==> src/verilog/clock_pkg.sv <==
`default_nettype none

package clock_pkg;

	// ----------------------------------------------------------------------
	// Value types
	// ----------------------------------------------------------------------
	typedef logic [5:0] field_t;		// Seconds or minutes, 0..59
	typedef logic [3:0] digit_t;		// One decimal digit
	typedef logic [6:0] seg_t;		// Segments a..g, a at MSB, active high
	typedef logic [3:0] digit_sel_t;	// Digit enables, active low

	typedef enum logic [1:0] {
		MODE_CLOCK = 2'b00,
		MODE_SETUP = 2'b01,
		MODE_ALARM = 2'b10
	} mode_t;

	// ----------------------------------------------------------------------
	// Limits and divider counts
	// ----------------------------------------------------------------------
	localparam field_t FIELD_MAX = 6'd59;

	// Small for simulation, raise for a board build
	localparam int CLK_PER_SEC = 200;
	localparam int CLK_PER_DIGIT = 4;	// Scan dwell per digit

	localparam int NUM_DIGITS = 4;

endpackage

`default_nettype wire

==> src/verilog/strobe_gen.sv <==
`default_nettype none

// One-cycle strobe every DIV clocks
module strobe_gen #(
	parameter int DIV = 4
) (
	input  wire  clk,
	input  wire  rst_n,
	output logic o_strobe
);

	localparam int CW = (DIV > 1) ? $clog2(DIV) : 1;

	logic [CW-1:0] cnt;

	always_ff @(posedge clk or negedge rst_n) begin
		if (!rst_n) begin
			cnt <= '0;
		end else if (o_strobe) begin
			cnt <= '0;	// Wrap
		end else begin
			cnt <= cnt + 1'b1;
		end
	end

	assign o_strobe = (cnt == CW'(DIV - 1));

endmodule

`default_nettype wire

==> src/verilog/button_sync.sv <==
`default_nettype none

module button_sync (
	input  wire  clk,
	input  wire  rst_n,
	input  wire  i_btn_mode,
	input  wire  i_btn_pos,
	input  wire  i_btn_inc,
	input  wire  i_btn_alarm,
	output logic o_press_mode,
	output logic o_press_pos,
	output logic o_press_inc,
	output logic o_press_alarm
);

	logic [3:0] sync1;
	logic [3:0] sync2;
	logic [3:0] prev;	// Last synchronized level
	logic [3:0] press;

	always_ff @(posedge clk or negedge rst_n) begin
		if (!rst_n) begin
			sync1 <= '0;
			sync2 <= '0;
			prev  <= '0;
			press <= '0;
		end else begin
			sync1 <= {i_btn_alarm, i_btn_inc, i_btn_pos, i_btn_mode};
			sync2 <= sync1;
			prev  <= sync2;
			press <= sync2 & ~prev;	// Rising edge only
		end
	end

	assign o_press_mode  = press[0];
	assign o_press_pos   = press[1];
	assign o_press_inc   = press[2];
	assign o_press_alarm = press[3];

endmodule

`default_nettype wire

==> src/verilog/mode_ctrl.sv <==
`default_nettype none

module mode_ctrl import clock_pkg::*; (
	input  wire   clk,
	input  wire   rst_n,
	input  wire   i_press_mode,
	input  wire   i_press_pos,
	input  wire   i_press_inc,
	input  wire   i_press_alarm,
	input  wire   i_sec_tick,
	output mode_t o_mode,
	output logic  o_clk_tick,
	output logic  o_set_sec,
	output logic  o_set_min,
	output logic  o_alarm_set_sec,
	output logic  o_alarm_set_min,
	output logic  o_alarm_en
);

	logic pos_min;	// 0 = seconds, 1 = minutes

	// ----------------------------------------------------------------------
	// Mode FSM, position and alarm enable
	// ----------------------------------------------------------------------
	always_ff @(posedge clk or negedge rst_n) begin
		if (!rst_n) begin
			o_mode     <= MODE_CLOCK;
			pos_min    <= 1'b0;
			o_alarm_en <= 1'b0;
		end else begin
			if (i_press_mode) begin
				case (o_mode)
					MODE_CLOCK: o_mode <= MODE_SETUP;
					MODE_SETUP: o_mode <= MODE_ALARM;
					default:    o_mode <= MODE_CLOCK;
				endcase
			end
			if (i_press_pos)
				pos_min <= ~pos_min;
			if (i_press_alarm)
				o_alarm_en <= ~o_alarm_en;
		end
	end

	// ----------------------------------------------------------------------
	// Strobe routing
	// ----------------------------------------------------------------------
	// Clock stops while being set
	assign o_clk_tick = i_sec_tick && (o_mode != MODE_SETUP);

	assign o_set_sec       = i_press_inc && (o_mode == MODE_SETUP) && !pos_min;
	assign o_set_min       = i_press_inc && (o_mode == MODE_SETUP) && pos_min;
	assign o_alarm_set_sec = i_press_inc && (o_mode == MODE_ALARM) && !pos_min;
	assign o_alarm_set_min = i_press_inc && (o_mode == MODE_ALARM) && pos_min;

endmodule

`default_nettype wire

==> src/verilog/time_counter.sv <==
`default_nettype none

module time_counter import clock_pkg::*; (
	input  wire    clk,
	input  wire    rst_n,
	input  wire    i_tick,
	input  wire    i_inc_sec,
	input  wire    i_inc_min,
	output field_t o_sec,
	output field_t o_min
);

	field_t sec_inc;
	field_t min_inc;
	logic   sec_wrap;

	// Next values, modulo 60
	assign sec_wrap = (o_sec >= FIELD_MAX);
	assign sec_inc  = sec_wrap ? '0 : o_sec + 1'b1;
	assign min_inc  = (o_min >= FIELD_MAX) ? '0 : o_min + 1'b1;

	// ----------------------------------------------------------------------
	// Tick carries into minutes, set increments do not
	// ----------------------------------------------------------------------
	always_ff @(posedge clk or negedge rst_n) begin
		if (!rst_n) begin
			o_sec <= '0;
			o_min <= '0;
		end else begin
			if (i_tick || i_inc_sec)
				o_sec <= sec_inc;
			if ((i_tick && sec_wrap) || i_inc_min)
				o_min <= min_inc;	// Carry or manual set
		end
	end

endmodule

`default_nettype wire

==> src/verilog/alarm_unit.sv <==
`default_nettype none

module alarm_unit import clock_pkg::*; (
	input  wire    clk,
	input  wire    rst_n,
	input  wire    i_set_sec,
	input  wire    i_set_min,
	input  wire    i_alarm_en,
	input  field_t i_cur_sec,
	input  field_t i_cur_min,
	output field_t o_al_sec,
	output field_t o_al_min,
	output logic   o_alarm
);

	logic match;

	// Alarm time register, only moves on set strobes
	time_counter u_al_time (
		.clk       (clk),
		.rst_n     (rst_n),
		.i_tick    (1'b0),
		.i_inc_sec (i_set_sec),
		.i_inc_min (i_set_min),
		.o_sec     (o_al_sec),
		.o_min     (o_al_min)
	);

	assign match = (i_cur_sec == o_al_sec) && (i_cur_min == o_al_min);

	// Latched flag, cleared only by disabling the alarm
	always_ff @(posedge clk or negedge rst_n) begin
		if (!rst_n) begin
			o_alarm <= 1'b0;
		end else if (!i_alarm_en) begin
			o_alarm <= 1'b0;
		end else if (match) begin
			o_alarm <= 1'b1;
		end
	end

endmodule

`default_nettype wire

==> src/verilog/seg_display.sv <==
`default_nettype none

module seg_display import clock_pkg::*; (
	input  wire        clk,
	input  wire        rst_n,
	input  mode_t      i_mode,
	input  field_t     i_cur_sec,
	input  field_t     i_cur_min,
	input  field_t     i_al_sec,
	input  field_t     i_al_min,
	output seg_t       o_seg,
	output digit_sel_t o_seg_enb
);

	logic       scan_tick;
	logic [1:0] scan;	// Active digit
	field_t     show_sec;
	field_t     show_min;
	digit_t     digit;

	function automatic seg_t seg_decode(input digit_t num);
		case (num)
			4'h0:    seg_decode = 7'b111_1110;
			4'h1:    seg_decode = 7'b011_0000;
			4'h2:    seg_decode = 7'b110_1101;
			4'h3:    seg_decode = 7'b111_1001;
			4'h4:    seg_decode = 7'b011_0011;
			4'h5:    seg_decode = 7'b101_1011;
			4'h6:    seg_decode = 7'b101_1111;
			4'h7:    seg_decode = 7'b111_0000;
			4'h8:    seg_decode = 7'b111_1111;
			4'h9:    seg_decode = 7'b111_0011;
			4'hA:    seg_decode = 7'b111_0111;
			4'hB:    seg_decode = 7'b001_1111;
			4'hC:    seg_decode = 7'b100_1110;
			4'hD:    seg_decode = 7'b011_1101;
			4'hE:    seg_decode = 7'b100_1111;
			default: seg_decode = 7'b100_0111;	// F
		endcase
	endfunction

	// ----------------------------------------------------------------------
	// Digit scan
	// ----------------------------------------------------------------------
	strobe_gen #(.DIV(CLK_PER_DIGIT)) u_scan_tick (
		.clk      (clk),
		.rst_n    (rst_n),
		.o_strobe (scan_tick)
	);

	always_ff @(posedge clk or negedge rst_n) begin
		if (!rst_n) begin
			scan <= '0;
		end else if (scan_tick) begin
			scan <= (scan == 2'(NUM_DIGITS - 1)) ? '0 : scan + 1'b1;
		end
	end

	// Alarm time only in ALARM mode
	assign show_sec = (i_mode == MODE_ALARM) ? i_al_sec : i_cur_sec;
	assign show_min = (i_mode == MODE_ALARM) ? i_al_min : i_cur_min;

	always_comb begin
		case (scan)
			2'd0:    digit = digit_t'(show_sec % 6'd10);
			2'd1:    digit = digit_t'(show_sec / 6'd10);
			2'd2:    digit = digit_t'(show_min % 6'd10);
			default: digit = digit_t'(show_min / 6'd10);	// Minutes tens
		endcase
	end

	assign o_seg     = seg_decode(digit);
	assign o_seg_enb = ~(digit_sel_t'(1) << scan);

endmodule

`default_nettype wire

==> src/verilog/digital_clock_top.sv <==
`default_nettype none

module digital_clock_top import clock_pkg::*; (
	input  wire        clk,
	input  wire        rst_n,
	input  wire        i_btn_mode,
	input  wire        i_btn_pos,
	input  wire        i_btn_inc,
	input  wire        i_btn_alarm,
	output seg_t       o_seg,
	output digit_sel_t o_seg_enb,
	output logic       o_alarm
);

	logic   press_mode;
	logic   press_pos;
	logic   press_inc;
	logic   press_alarm;
	logic   sec_tick;
	logic   clk_tick;
	logic   set_sec;
	logic   set_min;
	logic   alarm_set_sec;
	logic   alarm_set_min;
	logic   alarm_en;
	mode_t  mode;
	field_t cur_sec;
	field_t cur_min;
	field_t al_sec;
	field_t al_min;

	// ----------------------------------------------------------------------
	// Inputs and control
	// ----------------------------------------------------------------------
	strobe_gen #(.DIV(CLK_PER_SEC)) u_sec_tick (
		.clk      (clk),
		.rst_n    (rst_n),
		.o_strobe (sec_tick)
	);

	button_sync u_btn (
		.clk           (clk),
		.rst_n         (rst_n),
		.i_btn_mode    (i_btn_mode),
		.i_btn_pos     (i_btn_pos),
		.i_btn_inc     (i_btn_inc),
		.i_btn_alarm   (i_btn_alarm),
		.o_press_mode  (press_mode),
		.o_press_pos   (press_pos),
		.o_press_inc   (press_inc),
		.o_press_alarm (press_alarm)
	);

	mode_ctrl u_ctrl (
		.clk             (clk),
		.rst_n           (rst_n),
		.i_press_mode    (press_mode),
		.i_press_pos     (press_pos),
		.i_press_inc     (press_inc),
		.i_press_alarm   (press_alarm),
		.i_sec_tick      (sec_tick),
		.o_mode          (mode),
		.o_clk_tick      (clk_tick),
		.o_set_sec       (set_sec),
		.o_set_min       (set_min),
		.o_alarm_set_sec (alarm_set_sec),
		.o_alarm_set_min (alarm_set_min),
		.o_alarm_en      (alarm_en)
	);

	// ----------------------------------------------------------------------
	// Time, alarm and display
	// ----------------------------------------------------------------------
	time_counter u_time (
		.clk       (clk),
		.rst_n     (rst_n),
		.i_tick    (clk_tick),
		.i_inc_sec (set_sec),
		.i_inc_min (set_min),
		.o_sec     (cur_sec),
		.o_min     (cur_min)
	);

	alarm_unit u_alarm (
		.clk        (clk),
		.rst_n      (rst_n),
		.i_set_sec  (alarm_set_sec),
		.i_set_min  (alarm_set_min),
		.i_alarm_en (alarm_en),
		.i_cur_sec  (cur_sec),
		.i_cur_min  (cur_min),
		.o_al_sec   (al_sec),
		.o_al_min   (al_min),
		.o_alarm    (o_alarm)
	);

	seg_display u_disp (
		.clk       (clk),
		.rst_n     (rst_n),
		.i_mode    (mode),
		.i_cur_sec (cur_sec),
		.i_cur_min (cur_min),
		.i_al_sec  (al_sec),
		.i_al_min  (al_min),
		.o_seg     (o_seg),
		.o_seg_enb (o_seg_enb)
	);

endmodule

`default_nettype wire

==> config.mk <==
export PLATFORM = sky130hd
export DESIGN_NAME = digital_clock_top
export DESIGN_NICKNAME = d
export VERILOG_FILES = /design/src/verilog/clock_pkg.sv /design/src/verilog/strobe_gen.sv /design/src/verilog/button_sync.sv /design/src/verilog/mode_ctrl.sv /design/src/verilog/time_counter.sv /design/src/verilog/alarm_unit.sv /design/src/verilog/seg_display.sv /design/src/verilog/digital_clock_top.sv
export SDC_FILE = /design/constraint.sdc
export NUM_CORES = 1
export LEC_CHECK = 0
export ABC_AREA = 1
export BUFFER_PORTS_ARGS = -buffer_cell sky130_fd_sc_hd__buf_4
export CELL_PAD_IN_SITES_DETAIL_PLACEMENT = 0
export CELL_PAD_IN_SITES_GLOBAL_PLACEMENT = 2
export CORE_MARGIN = 2
export CORE_UTILIZATION = 29
export CTS_BUF_LIST = sky130_fd_sc_hd__clkbuf_8
export DETAILED_ROUTE_END_ITERATION = 12
export PLACE_DENSITY_LB_ADDON = 0.1
export SETUP_SLACK_MARGIN = 0.2
export SLEW_MARGIN = 20
export SYNTH_ARGS = -nofsm -noshare
export SYNTH_HDL_FRONTEND = slang
export SYNTH_HIERARCHICAL = 1
export SYNTH_SLANG_ARGS = --single-unit
==> constraint.sdc <==
create_clock -name clk -period 3.2 [get_ports clk]
set_input_delay 0.32 -clock clk [delete_from_list [all_inputs] [get_ports clk]]
set_output_delay 0.32 -clock clk [all_outputs]
set_load 0.03 [all_outputs]
**Yosys cells after proc, flatten, opt, wreduce, memory -nomap -nowiden**

Memories as Yosys holds them, arrays and structs flattened.
Index checks and enable logic that the tools add are counted.

- Register bits: 57
- Bits in read-only memories: 112
- Bits of input ports: 6
- Memories: 1

Memories:

| name | words | bits a word | read ports | clocked after memory_dff | write ports | line | text |
|---|---|---|---|---|---|---|---|
| (name not given) | 16 | 7 | 1 | 0 | 0 | seg_display.sv:22 | `case (num)` |

- Add/subtract/negate cells: 7
- Divide/modulo/power cells: 4
- Order comparisons: 4
- Equal/unequal tests: 11
- Shifts and indexed selects: 1
- Muxes and demuxes: 13
- Bitwise gates (word level): 5
- Reductions and logical operators: 14

Operators with widths:

| kind | number |
|---|---|
| $mux W6 | 6 |
| $add A6 B1 Y6 const B | 4 |
| $ge A6 B6 Y1 const B | 4 |
| $div A6 B4 Y6 const B | 2 |
| $eq A6 B6 Y1 | 2 |
| $mod A6 B4 Y6 const B | 2 |
| $pmux W4 S3 | 1 |
| $logic_and A1 B1 Y1 | 9 |
| $add A8 B1 Y8 const B | 1 |
| $eq A2 B2 Y1 const B | 4 |
| $eq A8 B8 Y1 const B | 1 |
| $mux W8 | 1 |
| $not A4 Y4 | 2 |
| $add A2 B1 Y2 const B | 2 |
| $and A4 B4 Y4 | 1 |
| $eq A2 B1 Y1 const B | 2 |
| $logic_not A2 Y1 | 2 |
| $mux W2 | 2 |
| $ne A2 B1 Y1 const B | 2 |
| $pmux W2 S2 | 1 |
| $shl A1 B2 Y4 const A | 1 |
| $logic_or A1 B1 Y1 | 2 |
| $mux W1 | 2 |
| $not A1 Y1 | 2 |
| $logic_not A1 Y1 | 1 |

**Depth between registers and ports, before layout**

Gate-level depths: netlist (run 1).
An unclocked memory read counts as a cell.

- Word-level depth: 5
- Mapped depth: 29
- Mapped depth without buffers: 28

**Cells and area by module**

The synthesis (run 1) kept the hierarchy.

Modules (own cells, without submodules):

| module | instances | cells an instance | area an instance (µm²) | seq. area each (µm²) |
|---|---|---|---|---|
| seg_display | 1 | 256 | 1468.9 | 50.0 |
| time_counter | 2 | 87 | 686.9 | 300.3 |
| button_sync | 1 | 24 | 440.4 | 400.4 |
| strobe_gen (u_sec_tick) | 1 | 48 | 381.6 | 200.2 |
| alarm_unit | 1 | 47 | 239.0 | 25.0 |
| mode_ctrl | 1 | 23 | 190.2 | 100.1 |
| strobe_gen (u_disp.u_scan_tick) | 1 | 4 | 66.3 | 50.0 |

**Worst setup path before layout (run 1)**

Ideal clock, no wire load.

- Path type: register to output
- From: register u_disp.scan[1]
- To: output port o_seg[6]
- Data arrival time: 3331 ps
- Required time: 2880 ps
- Setup slack: -451 ps
- Cell stages (with the launch flop): 22
- Cells stage by stage: dfrtp_1 inv_1 ha_1 inv_1 clkbuf_1 nand3_1 o21ai_2 nand3b_1 nand2_1 inv_1 ha_1 a21boi_0 o21bai_1 inv_1 nand3_1 nand2_1 a21oi_2 inv_2 ha_1 nand3_1 nand3_1 nand2_1

- Longest elaborated chain between the ends: 3

RTL lines:

| element | line | text |
|---|---|---|
| from (decl) | seg_display.sv:16 | `logic [1:0] scan;` |
| from (signal assigned) | seg_display.sv:55 | `scan <= (scan == 2'(NUM_DIGITS - 1)) ? '0 : scan + 1'b1;` |
| $eq A2 B2 Y1 (tied with other cells) | seg_display.sv:64 | `case (scan)` |
| $pmux W4 S3 (*) | seg_display.sv:64 |  |
| $mem_v2 Z16 W7 (*) | n/a |  |
| to (decl) | digital_clock_top.sv:10 | `output seg_t o_seg,` |

Every way passes the cells marked *; elsewhere a longest branch is shown, timed or not.

**Final worst setup path (run 1)**

- From: register u_ctrl.o_mode[0]
- To: output port o_seg[6]

- Longest elaborated chain between the ends: 5

RTL lines:

| element | line | text |
|---|---|---|
| from (decl) | mode_ctrl.sv:11 | `output mode_t o_mode,` |
| from (signal assigned) | mode_ctrl.sv:27 | `o_mode <= MODE_CLOCK;` |
| from (signal assigned) | mode_ctrl.sv:33 | `MODE_CLOCK: o_mode <= MODE_SETUP;` |
| from (signal assigned) | mode_ctrl.sv:34 | `MODE_SETUP: o_mode <= MODE_ALARM;` |
| $eq A2 B2 Y1 (*) | seg_display.sv:60, seg_display.sv:61 |  |
| $mux W6 (on tied branches) | seg_display.sv:61, seg_display.sv:60 |  |
| $div A6 B4 Y6 (tied with other cells) | seg_display.sv:68 | `default: digit = digit_t'(show_min / 6'd10);` |
| $pmux W4 S3 (*) | seg_display.sv:64 |  |
| $mem_v2 Z16 W7 (*) | n/a |  |

Marked as above.

==> results_dict.tcl, run 1 <==
set metrics [dict create \
    outcome "complete, but fails checks" \
    violations "negative setup slack" \
    synth_top_family_by_area "simple AND/OR/NAND/NOR gates" \
    rsz0062_at_grt "true" \
    dr.max_layer_used "met4" \
    min_period_ns 3.60 \
    grt_max_degree 58 \
    routed_wl_um 10500 \
    wl_per_cell_um 12.0 \
    syn_to_final_growth_pct 41.3 \
    placed_cells 833 \
    antenna_found_initial 0 \
    fmax_mhz 278 \
    initial_core_util_pct 29.9 \
    drt_iter0_drc 123 \
    drive_gt1_share_pct 40.4 \
    die_y_um 124 \
    groute.usage.overall_pct 15.3 \
    p_comb_share_pct 69.1 \
    ys_top_cells_by_count "nand2_1 (176), inv_1 (80), nand3_1 (67)" \
    num_antenna_cells 0 \
    p_leak_nw 2.94 \
    synth_cells 576 \
    clkSinkCount 57 \
    n_fill_cell 1469 \
    vias 3845 \
    io_buffers 17 \
    yosysWarnings 6 \
    synth-adder-area-share_pct 7.22 \
    first_global_vias 3795 \
    path_max_fanout 5 \
    via_per_inst 4.40 \
    rrSetupSlack_ns 1.08 \
    num_rows 43 \
    clockBufferDepth 2 \
    syn_area_per_cell_um2 7.22 \
    met1_length_um 4910 \
    final_nets 718 \
    coreArea_um2 13900 \
    ys_seq_area_share_pct 34.3 \
    cts_root_buffer "clkbuf_8" \
    drc_errors 0 \
    fin_ws_ns -0.399 \
    crit_required_ns 2.88 \
    hold_class "in -> async" \
    boundaryPins 18 \
    holdWs_ns 0.0220 \
    wl_met3_um 271 \
    p_sw_mw 2.69 \
    tns_ns -2.65 \
    seqPwrFrac_pct 17.4 \
    p_clk_share_pct 13.5 \
    crit_arrival_ns 3.28 \
    synth_xor_xnor_area_share_pct 3.16 \
    p_per_area_nw_per_um2 967 \
    synth_compound_area_share_pct 5.68 \
    slew_headroom_pct 50.5 \
    synth_top_area_cell "dfrtp_1" \
    grt_overflow 0 \
    drv_cap 0 \
    routabilityCongestion 0.806 \
    synth_flop_cell "dfrtp_1" \
    final_hold_viol_count 0 \
    wl_met2_um 5180 \
    synth_cell_types 35 \
    ant_nets 0 \
    dp_hpwl_um 8090 \
    async_flop_share_pct 100 \
    worstSetupEndpointType "primary output" \
    tightest_slew_ns 0.743 \
    synth_most_common_cell "nand2_1" \
    post-place-ws_ns -0.225 \
    slew_viol_final 0 \
    htreeDepth 3 \
    setup_viol 7 \
    synth_edf_count 0 \
    syn_area_um2 4160 \
    drt-pass1-iter-count 6 \
    synth_seq_cells 57 \
    fin_cells 873 \
    synthMuxAreaShare_pct 0 \
    path_clk_slew_ns 0.08 \
    clkLatencyLatePin_ns 0.35 \
    grt_pass1_wl_um 18100 \
    synthSimpleGateAreaFrac_pct 40.5 \
    cts-buffers-inserted 9 \
    die-area_um2 15300 \
    p_int_mw 3.00 \
    ir_drop_v 0.000509 \
    power_mw 5.69 \
    startpoint_type "flip-flop" \
    ys_top_cells_by_area "dfrtp_1 (34%), nand2_1 (16%), nand3_1 (8.1%), ha_1 (7.2%), inv_1 (7.2%)" \
    sw_frac_of_total_pct 47.3 \
    cts_tree "done" \
    path_class "reg -> out" \
    final.setup_skew_ns 0.0109 \
    fin_crit_sh_pct 112 \
    fp.dieW_um 124 \
    netlist.area_leader.share_pct 34.3 \
]
through the flow:
step | util, % | cell area [um^2]
4_1_cts | 41.4 | 5780
6_report | 42.2 | 5880
3_5_place_dp | 37.1 | 5160
5_1_grt | 42.2 | 5880
2_1_floorplan | - | 4380
3_3_place_gp | 37.1 | 5160
flip-flops by register name, indices dropped and copies added (netlist names), 2 cells and up:
register                 count
u_btn/sync1                  4
u_ctrl/o_mode                2
u_disp/u_scan_tick/cnt       2
u_btn/press                  4
u_btn/sync2                  4
u_alarm/u_al_time/o_min      6
u_alarm/u_al_time/o_sec      6
u_sec_tick/cnt               8
u_disp/scan                  2
u_time/o_sec                 6
u_time/o_min                 6
u_btn/prev                   4
final timing paths:
kind,from,endpoint,depth (start not counted)
max in group asynchronous,rst_n,u_disp/scan[0],1
worst max-delay path,u_ctrl/o_mode[0],o_seg[6],22
worst max register to register,u_sec_tick/cnt[0],u_time/o_sec[3],10
worst min register to register,u_btn/sync1[1],u_btn/sync2[1],0
worst min-delay path,rst_n,u_time/o_min[2],1
min in group clk,i_btn_pos,u_btn/sync1[1],1
cell type report:
class,instances,area (um^2),share of cell area (%)
Multi-Input combinational cell,425,2800,47.6
Clock buffer,9,124,2.11
Timing Repair inverter,1,6.26,0.106
Timing Repair Buffer,103,828,14.1
Tap cell,180,225,3.83
Clock inverter,7,103,1.75
Sequential cell,57,1430,24.3
Inverter,91,362,6.15
power groups by stage:
stage | Sequential (mW) | Clock, mW | Combinational [mW]
3_3_place_gp | 1.01 | 0 | 3.39
5_1_grt | 1.01 | 0.836 | 4.35
6_report | 0.989 | 0.769 | 3.93
3_5_place_dp | 1.01 | 0 | 3.39
2_1_floorplan | 1.01 | 0 | 2.32
4_1_cts | 0.993 | 0.805 | 3.85
placed cells by master (no fill, tap or decap), types with 4 or more instances in the layout:
| cell | count |
|---|---|
| xnor2_1 | 9 |
| ha_1 | 15 |
| nand3_4 | 7 |
| nor2_2 | 9 |
| clkbuf_8 | 9 |
| nor2_4 | 4 |
| buf_6 | 12 |
| a21oi_1 | 10 |
| nand2_4 | 20 |
| o21ai_2 | 5 |
| nor2_1 | 36 |
| nand3_1 | 48 |
| nand2_2 | 41 |
| dfrtp_1 | 54 |
| nand2_1 | 142 |
| o21ai_0 | 9 |
| inv_1 | 68 |
| nand3_2 | 22 |
| clkinv_4 | 4 |
| inv_2 | 19 |
| nor3_2 | 4 |
| xor2_1 | 6 |
| buf_4 | 89 |
| ha_4 | 7 |
worst max-delay path, cell delays in order, from the launching register on:
cell and delay, ns:
dfrtp_2 0.47, buf_6 0.15, nor2_4 0.16, nand2_2 0.09
nand2_2 0.06, nand2_2 0.06, o21ai_4 0.06, o211ai_1 0.14
nand2_2 0.11, inv_2 0.05, ha_4 0.25, a21boi_2 0.13
o21bai_1 0.11, inv_1 0.06, nand3_2 0.06, nand2_2 0.06
a21oi_4 0.24, inv_2 0.10, ha_2 0.19, nand3_1 0.11
nand3_1 0.09, nand2_2 0.07, buf_6 0.12
kinds of logic after synthesis:
logic type                 count (synthesis)
and+or+nand+nor                          345
xor gates and xnor gates                  15
adders and majority gates                 24
AOI/OAI and AO/OA                         38
other                                      1
buffers and inverters                     96
DFF                                       57
layer usage:
metal / GRT usage, % / vias to the layer above
met3: 2.24 / 14
met4: 5.75 / 0
met5: 0 / -
met1: 19.3 / 1759
li1: - / 2031
met2: 26.3 / 41
repair_timing:
item	in CTS	in global routing
pin swaps	36	25
buffers inserted	21	1
hold buffers	0	0
resized for setup	52	24
gates cloned	2	0
endpoints found under the hold margin	0	0
endpoints found under the setup margin	7	7
(Power assumes the default switching activity.)
==> run 2, diff against run 1 <==
Settings changed: ABC_AREA 1 to 0, CAP_MARGIN from default to 30.
==> results_dict.tcl, run 2 <==
set metrics [dict create \
    outcome "complete, but fails checks" \
    violations "negative setup slack" \
    clockBufferDepth 2 \
    drc_errors 0 \
    io_buffers 17 \
    drt-pass1-iter-count 4 \
    layout_commonest_cell "buf_4" \
    routabilityCongestion 0.771 \
    async_flop_share_pct 100 \
    drive_gt1_share_pct 41.6 \
    slew_headroom_pct 51.0 \
    crit_arrival_ns 3.95 \
    cts_tree "done" \
    drt_iter0_drc 118 \
    yosysWarnings 6 \
    ys_top_cells_by_area "dfrtp_1 (36%), ha_1 (7.7%), mux4_2 (5.8%), xnor2_1 (4.3%), mux2i_1 (3.3%)" \
    ys_seq_area_share_pct 36.5 \
    routed_wl_um 9880 \
    grt_overflow 0 \
    min_period_ns 4.27 \
    wl_per_cell_um 14.2 \
    crit_required_ns 2.88 \
    rsz0062_at_grt "true" \
    groute.usage.overall_pct 14.6 \
    synth_edf_count 0 \
    synth_cell_types 67 \
    path_max_fanout 5 \
    startpoint_type "flip-flop" \
    ys_top_cells_by_count "dfrtp_1 (57), nor2_1 (33), inv_1 (29)" \
    fin_ws_ns -1.07 \
    p_leak_nw 2.50 \
    clkLatencyLatePin_ns 0.34 \
    tightest_slew_ns 0.735 \
    first_global_vias 3349 \
    largest_reg_flops 8 \
    setup_viol 7 \
    layout_common_cells "buf_4 (111), dfrtp_1 (57), nor2_1 (32), nand2_1 (24), inv_1 (22)" \
    fmax_mhz 234 \
    coreArea_um2 13200 \
    initial_core_util_pct 29.7 \
    cts-buffers-inserted 9 \
    boundaryPins 18 \
    antenna_found_initial 0 \
    fin_crit_sh_pct 133 \
    synth_top_area_cell "dfrtp_1" \
    drv_cap 0 \
    ir_drop_v 0.000443 \
    final_nets 544 \
    die-area_um2 14400 \
    num_rows 42 \
    syn_to_final_growth_pct 39.9 \
    startpoint "u_disp/scan[0]" \
    path_clk_slew_ns 0.07 \
    utilization_pct 41.5 \
    final_hold_viol_count 0 \
    hold_class "in -> async" \
    tns_ns -7.21 \
    htreeDepth 3 \
    p_per_area_nw_per_um2 1090 \
    syn_area_per_cell_um2 10.1 \
    worstSetupEndpointType "primary output" \
    vias 3306 \
    synth_seq_cells 57 \
    synth_cells 388 \
    clkSinkCount 57 \
    dp_hpwl_um 7530 \
    reg2reg_from "u_sec_tick/cnt[0]" \
    die_y_um 120 \
    syn_area_um2 3910 \
    final.setup_skew_ns 0.00724 \
    path_class "reg -> out" \
    num_antenna_cells 0 \
    grt_pass1_wl_um 16500 \
    synth_flop_cell "dfrtp_1" \
    ant_nets 0 \
    synth_most_common_cell "dfrtp_1" \
    via_per_inst 4.76 \
    cts_root_buffer "clkbuf_8" \
    netlist.area_leader.share_pct 36.5 \
    top_register "u_sec_tick/cnt" \
    fp.dieW_um 120 \
    slew_viol_final 0 \
    grt_max_degree 58 \
]
-- run 2: per-layer routing --
| metal | wire length [um] | vias up | GRT usage [%] |
|---|---|---|---|
| li1 | - | 1658 | - |
| met1 | 4480 | 1603 | 18.1 |
| met2 | 4980 | 38 | 25.2 |
| met3 | 304 | 7 | 3.14 |
| met4 | 114 | 0 | 5.07 |
| met5 | 0 | - | 0 |
-- run 2: through the flow --
stage,power (mW),area [um^2],setup slack (ns),hold slack [ns],std cells
floorplan,3.22,4030,-0.836,0.0244,391
global placement,4.55,4930,-0.721,0.332,659
detailed placement,4.58,4930,-0.754,0.338,659
CTS,5.89,5390,-1.06,0.0499,691
global route,6.42,5470,-1.31,0.0467,695
finish,5.99,5470,-1.07,0.0285,695
-- run 2: where the power goes --
part | switching [mW] | internal, mW
clock | 0.303 | 0.541
combinational | 2.05 | 2.16
sequential | 0.0833 | 0.845
total | 2.44 | 3.55
-- run 2: layout make-up --
type	count	area, um^2
clock buffer	10	138
clock inverter	6	114
fill	1294	7720
inverter	29	114
multi-input combinational	295	2490
sequential	57	1430
tap	176	220
timing repair buffer	122	966
-- run 2: what timing repair did --
action                     CTS  global route
pin swaps                   14            10
setup endpoints to repair    7             7
hold buffers                 0             0
buffers inserted            16             4
resized for setup           26            11
-- run 2: worst max-delay path, stage by stage, from the launching register on --
cell	delay (ns)
dfrtp_1	0.40
buf_4	0.14
buf_4	0.13
ha_2	0.20
inv_4	0.08
mux4_2	0.52
mux2_4	0.31
ha_1	0.29
o21a_1	0.11
o21a_1	0.18
o32a_1	0.40
ha_4	0.33
inv_2	0.05
o211ai_1	0.09
o221ai_2	0.12
o22ai_2	0.11
buf_6	0.15
-- run 2: worst paths after layout --
kind / slack, ns / cells past startpoint / endpoint
hold / removal: 0.03 / 1 / u_btn/sync1[1]
hold reg to reg: 0.36 / 0 / u_btn/sync2[1]
setup / recovery: -1.07 / 16 / o_seg[3]
min in group clk: 0.08 / 1 / u_btn/sync1[2]
max in group asynchronous: 2.67 / 1 / u_alarm/u_al_time/o_min[0]
setup reg to reg: 1.01 / 8 / u_time/o_sec[5]
-- run 2: logic make-up after synthesis --
logic type,Yosys count,synth area share [%]
other cells,1,0.0958
mux,29,11.0
flops,57,36.5
buf+inv,39,4.86
simple gates,110,14.7
xor+xnor,22,4.92
compound gates,106,20.3
fa+ha+maj,24,7.68
